--- src/hdl/sch_cfg_pkg.sv ---
// scheduler configuration types; num_pipes is assumed to be a power of two up to 8
`default_nettype none

package sch_cfg_pkg;

   localparam int num_pipes  = 8;
   localparam int pipe_idx_w = $clog2(num_pipes);

   // one bit per video pipe
   typedef logic [num_pipes-1:0]  pipe_vec_t;
   typedef logic [pipe_idx_w-1:0] pipe_idx_t;

   // mode_concat is not implemented and behaves like mode_off
   typedef enum logic [1:0] {
      mode_off         = 2'd0,
      mode_concat      = 2'd1,
      mode_aggre_fixed = 2'd2,
      mode_aggre_async = 2'd3
   } sch_mode_e;

   // debug view of the last granted pipe
   typedef enum logic [3:0] {
      sch_idle  = 4'd0,
      sch_pipe0 = 4'd1,
      sch_pipe1 = 4'd2,
      sch_pipe2 = 4'd3,
      sch_pipe3 = 4'd4,
      sch_pipe4 = 4'd5,
      sch_pipe5 = 4'd6,
      sch_pipe6 = 4'd7,
      sch_pipe7 = 4'd8
   } sch_state_e;

endpackage

`default_nettype wire

--- src/hdl/video_word_pkg.sv ---
// video word layout; the stream-ID field is assumed to sit in the top bits of the word
`default_nettype none

package video_word_pkg;

   localparam int video_data_w  = 140;
   localparam int stream_id_w   = 4;

   // field occupies bits 139:136
   localparam int stream_id_lsb = video_data_w - stream_id_w;

   typedef logic [video_data_w-1:0] video_word_t;
   typedef logic [stream_id_w-1:0]  stream_id_t;

endpackage

`default_nettype wire

--- src/hdl/line_arbiter.sv ---
// line grants for modes 2 and 3 only; pipes must hold vld low while their grant is low
`timescale 1ns/1ps
`default_nettype none

module line_arbiter (
   input  wire                   aggre_clk,
   input  wire                   aggre_clk_rst_n,
   input  wire sch_cfg_pkg::sch_mode_e aggre_mode,
   input  wire sch_cfg_pkg::pipe_vec_t aggre_en,
   input  wire sch_cfg_pkg::pipe_vec_t empty,
   input  wire sch_cfg_pkg::pipe_vec_t in_video_data_vld,
   input  wire sch_cfg_pkg::pipe_vec_t line_end,
   output sch_cfg_pkg::pipe_vec_t      up_state,
   output logic                        aggre_busy
);

   import sch_cfg_pkg::*;

   logic      fixed_mode;
   logic      async_mode;
   pipe_vec_t eligible;
   pipe_vec_t grant_q;
   pipe_vec_t async_q;
   pipe_idx_t last_idx;
   pipe_idx_t next_idx;
   logic      found;

   assign fixed_mode = (aggre_mode == mode_aggre_fixed);
   assign async_mode = (aggre_mode == mode_aggre_async);
   assign eligible   = aggre_en & ~empty;

   // circular search starting just after the last granted pipe
   always_comb begin
      next_idx = last_idx;
      found    = 1'b0;
      for (int i = 1; i <= num_pipes; i++) begin
         if (!found && eligible[(int'(last_idx) + i) % num_pipes]) begin
            next_idx = pipe_idx_t'((int'(last_idx) + i) % num_pipes);
            found    = 1'b1;
         end
      end
   end

   // fixed mode, one whole line per grant
   always_ff @(posedge aggre_clk or negedge aggre_clk_rst_n) begin
      if (!aggre_clk_rst_n) begin
         grant_q  <= '0;
         last_idx <= pipe_idx_t'(num_pipes - 1);
      end else if (!fixed_mode) begin
         grant_q <= '0;
      end else if (|grant_q) begin
         // release after the last word of the line
         if (|(grant_q & line_end & in_video_data_vld)) begin
            grant_q <= '0;
         end
      end else if (found) begin
         grant_q  <= pipe_vec_t'(1) << next_idx;
         last_idx <= next_idx;
      end
   end

   // async mode grants every pipe holding a line
   always_ff @(posedge aggre_clk or negedge aggre_clk_rst_n) begin
      if (!aggre_clk_rst_n) begin
         async_q <= '0;
      end else begin
         async_q <= ~empty;
      end
   end

   assign up_state   = fixed_mode ? grant_q :
                       async_mode ? async_q : '0;
   assign aggre_busy = fixed_mode & (|grant_q);

endmodule

`default_nettype wire

--- src/hdl/pipe_sch.sv ---
// eight-pipe output scheduler; modes 0 and 1 are off and the output has no back-pressure
`timescale 1ns/1ps
`default_nettype none

module pipe_sch #(
   parameter logic [1:0] aggr_id = 2'd0
) (
   input  wire                          aggre_clk,
   input  wire                          aggre_clk_rst_n,
   input  wire sch_cfg_pkg::sch_mode_e  aggre_mode,
   input  wire sch_cfg_pkg::pipe_vec_t  aggre_en,
   input  wire sch_cfg_pkg::pipe_vec_t  empty,
   input  wire sch_cfg_pkg::pipe_vec_t  in_video_data_vld,
   input  wire video_word_pkg::video_word_t in_video_data [sch_cfg_pkg::num_pipes],
   input  wire sch_cfg_pkg::pipe_vec_t  line_end,
   output sch_cfg_pkg::pipe_vec_t       up_state,
   output logic                         aggre_busy,
   output logic                         out_video_data_vld,
   output video_word_pkg::video_word_t  out_video_data,
   output sch_cfg_pkg::sch_state_e      sch_current_state
);

   // grants go to the pipes and feed the mux and the tracker
   line_arbiter u_line_arbiter (
      .aggre_clk         (aggre_clk),
      .aggre_clk_rst_n   (aggre_clk_rst_n),
      .aggre_mode        (aggre_mode),
      .aggre_en          (aggre_en),
      .empty             (empty),
      .in_video_data_vld (in_video_data_vld),
      .line_end          (line_end),
      .up_state          (up_state),
      .aggre_busy        (aggre_busy)
   );

   video_out_mux #(
      .aggr_id (aggr_id)
   ) u_video_out_mux (
      .aggre_clk          (aggre_clk),
      .aggre_clk_rst_n    (aggre_clk_rst_n),
      .aggre_mode         (aggre_mode),
      .up_state           (up_state),
      .in_video_data_vld  (in_video_data_vld),
      .in_video_data      (in_video_data),
      .out_video_data_vld (out_video_data_vld),
      .out_video_data     (out_video_data)
   );

   sch_state_tracker u_sch_state_tracker (
      .aggre_clk         (aggre_clk),
      .aggre_clk_rst_n   (aggre_clk_rst_n),
      .up_state          (up_state),
      .sch_current_state (sch_current_state)
   );

endmodule

`default_nettype wire

--- src/hdl/sch_state_tracker.sv ---
// debug only; leaves sch_idle on the first grant and returns there only through reset
`timescale 1ns/1ps
`default_nettype none

module sch_state_tracker (
   input  wire                         aggre_clk,
   input  wire                         aggre_clk_rst_n,
   input  wire sch_cfg_pkg::pipe_vec_t up_state,
   output sch_cfg_pkg::sch_state_e     sch_current_state
);

   import sch_cfg_pkg::*;

   sch_state_e next_state;

   // lowest granted pipe other than the current one
   always_comb begin
      next_state = sch_current_state;
      for (int i = num_pipes - 1; i >= 0; i--) begin
         if (up_state[i] && (sch_current_state != sch_state_e'(i + 1))) begin
            next_state = sch_state_e'(i + 1);
         end
      end
   end

   always_ff @(posedge aggre_clk or negedge aggre_clk_rst_n) begin
      if (!aggre_clk_rst_n) begin
         sch_current_state <= sch_idle;
      end else begin
         sch_current_state <= next_state;
      end
   end

endmodule

`default_nettype wire

--- src/hdl/video_out_mux.sv ---
// output word select; aggr_id is 0 to 3 and matched against the zero-extended stream-ID field
`timescale 1ns/1ps
`default_nettype none

module video_out_mux #(
   parameter logic [1:0] aggr_id = 2'd0
) (
   input  wire                          aggre_clk,
   input  wire                          aggre_clk_rst_n,
   input  wire sch_cfg_pkg::sch_mode_e  aggre_mode,
   input  wire sch_cfg_pkg::pipe_vec_t  up_state,
   input  wire sch_cfg_pkg::pipe_vec_t  in_video_data_vld,
   input  wire video_word_pkg::video_word_t in_video_data [sch_cfg_pkg::num_pipes],
   output logic                         out_video_data_vld,
   output video_word_pkg::video_word_t  out_video_data
);

   import sch_cfg_pkg::*;
   import video_word_pkg::*;

   pipe_vec_t   fix_sel;
   video_word_t fix_word;
   logic        act_vld;
   video_word_t act_word;
   logic        nxt_vld;
   video_word_t nxt_word;

   // fixed mode, only the granted pipe may be valid
   assign fix_sel = up_state & in_video_data_vld;

   always_comb begin
      fix_word = '0;
      for (int i = 0; i < num_pipes; i++) begin
         if (fix_sel[i]) begin
            fix_word = in_video_data[i];
         end
      end
   end

   // async mode, lowest pipe with our stream ID wins
   always_comb begin
      act_vld  = 1'b0;
      act_word = '0;
      for (int i = num_pipes - 1; i >= 0; i--) begin
         if (in_video_data_vld[i] &&
             (in_video_data[i][stream_id_lsb +: stream_id_w] == stream_id_t'(aggr_id))) begin
            act_vld  = 1'b1;
            act_word = in_video_data[i];
         end
      end
   end

   always_comb begin
      case (aggre_mode)
         mode_aggre_fixed: begin
            nxt_vld  = |fix_sel;
            nxt_word = fix_word;
         end
         mode_aggre_async: begin
            nxt_vld  = act_vld;
            nxt_word = act_word;
         end
         default: begin
            nxt_vld  = 1'b0;
            nxt_word = '0;
         end
      endcase
   end

   always_ff @(posedge aggre_clk or negedge aggre_clk_rst_n) begin
      if (!aggre_clk_rst_n) begin
         out_video_data_vld <= 1'b0;
         out_video_data     <= '0;
      end else begin
         out_video_data_vld <= nxt_vld;
         out_video_data     <= nxt_word;
      end
   end

endmodule

`default_nettype wire

--- config.mk ---
export PLATFORM = sky130hd
export DESIGN_NAME = pipe_sch
export DESIGN_NICKNAME = d
export VERILOG_FILES = /design/src/hdl/sch_cfg_pkg.sv /design/src/hdl/video_word_pkg.sv /design/src/hdl/line_arbiter.sv /design/src/hdl/pipe_sch.sv /design/src/hdl/sch_state_tracker.sv /design/src/hdl/video_out_mux.sv
export SDC_FILE = /design/constraint.sdc
export NUM_CORES = 2
export LEC_CHECK = 0
export BUFFER_PORTS_ARGS = -buffer_cell sky130_fd_sc_hd__buf_2
export CORE_AREA = 2 2 506 508
export DETAILED_ROUTE_END_ITERATION = 12
export DIE_AREA = 0 0 508 510
export SLEW_MARGIN = 10
export SYNTH_ARGS = -nofsm -noshare
export SYNTH_HDL_FRONTEND = slang
export SYNTH_SLANG_ARGS = --single-unit
--- constraint.sdc ---
create_clock -name aggre_clk -period 3.09 [get_ports aggre_clk]
set_input_delay 0.309 -clock aggre_clk [delete_from_list [all_inputs] [get_ports aggre_clk]]
set_output_delay 0.309 -clock aggre_clk [all_outputs]
set_load 0.03 [all_outputs]
==> impl_metrics.toml <==
[clock_network]
clk_pin_slew_worst_paths_ns = 0.08
cts_made_buffers = 21
cts_tree = "built"
cts.htree.levels = 4
insertion_delay_ns = 0.60
root_buffer = "clkbuf_16"
max-clock-path-buffers = 3
cts_sinks = 164

[sta]
finalCritPeriodShare_pct = 99.3
max_freq_mhz = 326
worstMarginPinSlew_ns = 1.19
finalClockSkew_ns = 0.0400
period_minus_slack_ns = 3.07
setup_viol = 0
finalWorstSetupSlack_ns = 0.0204
slew_violations = 0
hold_violations = 0
slew_headroom_pct = 20.5

[critical_path]
crit_top_cell = "buf_12"
cp-start-kind = "flop"
critPathRequiredTime_ns = 3.61
end_kind = "flop"
cp_max_fo = 12
path_buf_inv = 4
cpPeakStageDelay_ns = 0.60
worst-setup-path-type = "reg2reg"
cp.arrival_ns = 3.58
critical_path.cell_chain = "mux2_2 -> nand3_1 -> a21oi_4 -> buf_12 -> buf_12 -> buf_4 -> a221oi_1 -> nor3_1 -> a211oi_2 -> o41ai_1 -> dlygate4sd3_1"
crit_slowest_cell = "dlygate4sd3_1"
path_delay_family = "buffers and inverters"

[drt]
drt-wirelength-per-cell_um = 37.3
wl_um = 305000
vias = 39918
drtAntennaViolNets = 0
drtIter0Drc = 6199
avgViaCountPerCell = 4.88
drt-pass1-iter-count = 8
drc = 0

[flow_run]
maxCapViolations = 0

[floorplanning]
start_util_pct = 8.79
fp.dieH_um = 510
coreArea_um2 = 253000
die_w_um = 508
num_rows = 185
dieArea_um2 = 259000
pin_count = 1310

[global_routing]
grtUsageTotal_pct = 21.8
grt_max_degree = 91
grt_antenna_before_repair = 460
grt_pass1_wl_um = 373000
grt.overflow.total = 0
grt_pass1_vias = 35318

[finish]
layout-drive-gt1-share_pct = 39.1
instances_no_fill = 8176
final_util_pct = 14.9
areaGrowthSynthToFinish_pct = 69.8
layout.nets = 5725

[logic_synthesis]
ys_warn_count = 0
netlist_area_um2 = 22300
yosys.area.top_type_share_pct = 18.1
synth.avg_cell_area_um2 = 6.95
synth-async-reset-ratio_pct = 100
ys_types = 69
syn_nets = 4366
synth_area_leaders = "dfrtp_1 (18%), nor2_1 (10%), o22ai_1 (7.6%), mux2_2 (7.2%), a221oi_1 (7.1%)"
yosysSeqAreaShare_pct = 18.4
synth_seq_cells = 164
synthesis.instances = 3208
synth_ff_type = "dfrtp_1"
synth_edf_count = 0
yosysTopAreaCell = "dfrtp_1"

[run_status]
status = "completed"

[place]
gp_congestion = 1.01
place_ws_ns = 0.0956
place_inst = 7717
place.detailed.hpwl_um = 251000
io_buffers = 1309

[power_and_ir_drop]
ir_worst_vdd_v = 0.000371
cellPowerDensity_nw_per_um2 = 409
p_leak_nw = 15.6

[hold_path]
holdCritPathClass = "in2reg"
==> report_power, final <==
group	leakage [nW]	internal [mW]	switching, mW
clock	0.329	1.54	1.52
sequential	2.19	2.50	0.341
combinational	13.1	3.81	5.76
==> sequential cells by signal, summed over array words and instances, names as in the netlist <==
| register | cells |
|---|---|
| u_video_out_mux.out_video_data | 140 |
| u_video_out_mux.out_video_data_vld | 1 |
| u_line_arbiter.last_idx | 3 |
| u_line_arbiter.grant_q | 8 |
| u_line_arbiter.async_q | 8 |
| u_sch_state_tracker.sch_current_state | 4 |
==> logic make-up (layout without fill, tap and decap cells) <==
family	after synthesis	in the layout	synth area share (%)
other cells	0	233	0
compound gates	1265	1265	41.5
buf+inv	410	1778	7.23
flops	164	164	18.4
simple gates	1184	1185	23.1
xor+xnor	6	6	0.269
mux	177	177	9.32
fa+ha+maj	2	2	0.112
==> layer usage <==
layer  global-route usage (%)  vias up  part of all wire, %
met1                     22.2    18622                   33
li1                         -    15728                    -
met3                     14.5     1336                   17
met5                    0.274        -                 0.60
met2                     33.8     3960                   43
met4                     11.9      272                  7.1
==> cell usage after synthesis, drive strengths merged (3+ instances only) <==
| library cell | count |
|---|---|
| a211oi | 140 |
| a21boi | 3 |
| a21oi | 12 |
| a221o | 95 |
| a221oi | 181 |
| a31oi | 151 |
| a32o | 8 |
| and2 | 7 |
| and3 | 5 |
| buf | 60 |
| clkbuf | 327 |
| dfrtp | 161 |
| dfstp | 3 |
| inv | 23 |
| mux2 | 144 |
| mux2i | 23 |
| mux4 | 10 |
| nand2 | 166 |
| nand2b | 14 |
| nand3 | 9 |
| nand4 | 5 |
| nor2 | 617 |
| nor2b | 11 |
| nor3 | 274 |
| nor4 | 15 |
| nor4b | 4 |
| nor4bb | 4 |
| o211ai | 100 |
| o21ai | 148 |
| o22ai | 272 |
| o41ai | 135 |
| or3 | 48 |
| xnor2 | 5 |
==> final timing paths <==
path,slack (ns),depth (start not counted),endpoint,start
setup reg to reg,0.02,11,u_video_out_mux.out_video_data[124],u_line_arbiter.grant_q[0]
hold / removal,0.09,3,u_video_out_mux.out_video_data[94],in_video_data[374]
setup / recovery,0.02,11,u_video_out_mux.out_video_data[124],u_line_arbiter.grant_q[0]
min in group asynchronous,0.24,2,u_line_arbiter.async_q[5],aggre_clk_rst_n
hold reg to reg,0.55,2,u_line_arbiter.last_idx[1],u_line_arbiter.last_idx[1]
max in group asynchronous,1.98,3,u_video_out_mux.out_video_data[108],aggre_clk_rst_n
==> final cells by class <==
class	count	area (um^2)
clock buffer	23	543
antenna	233	583
inverter	23	86.3
fill	29334	216000
clock inverter	10	144
timing repair buffer	1722	11300
tap	3366	4210
multi-input combinational	2635	16800
sequential	164	4110
==> layout by cell type, fill, tap and decap left out, drive strengths merged, types with 135 or more instances in the layout <==
master	count
nand2	167
a31oi	151
buf	1554
nor3	274
o22ai	272
nor2	617
o21ai	148
o41ai	135
dfrtp	161
diode	233
a221oi	181
a211oi	140
dlygate4sd3	164
mux2	144
==> tightest hold or removal path: cells and delay by family <==
kind	cells	cell delay [ns]
AO/OA/AOI/OAI	1	0.07
buffers and inverters	1	0.13
AND/OR/NAND/NOR	1	0.10
==> per-stage QoR <==
stage | power [mW] | hold WS (ns) | instance area [um^2] | setup TNS, ns
after floorplan | 7.48 | 0.0134 | 22300 | 0
after global placement | 12.0 | 0.299 | 34600 | 0
after detailed placement | 11.9 | 0.295 | 34600 | 0
after CTS | 15.3 | 0.000782 | 36900 | 0
after global routing | 16.2 | 0.0325 | 37600 | -0.0121
final | 15.5 | 0.0870 | 37800 | 0
==> timing repair <==
item | in CTS | in global routing
setup endpoints to repair | 0 | 17
hold endpoints to repair | 163 | 0
buffers inserted | 0 | 24
resized for setup | 0 | 15
hold buffers | 164 | 0
(Power assumes the default switching activity.)
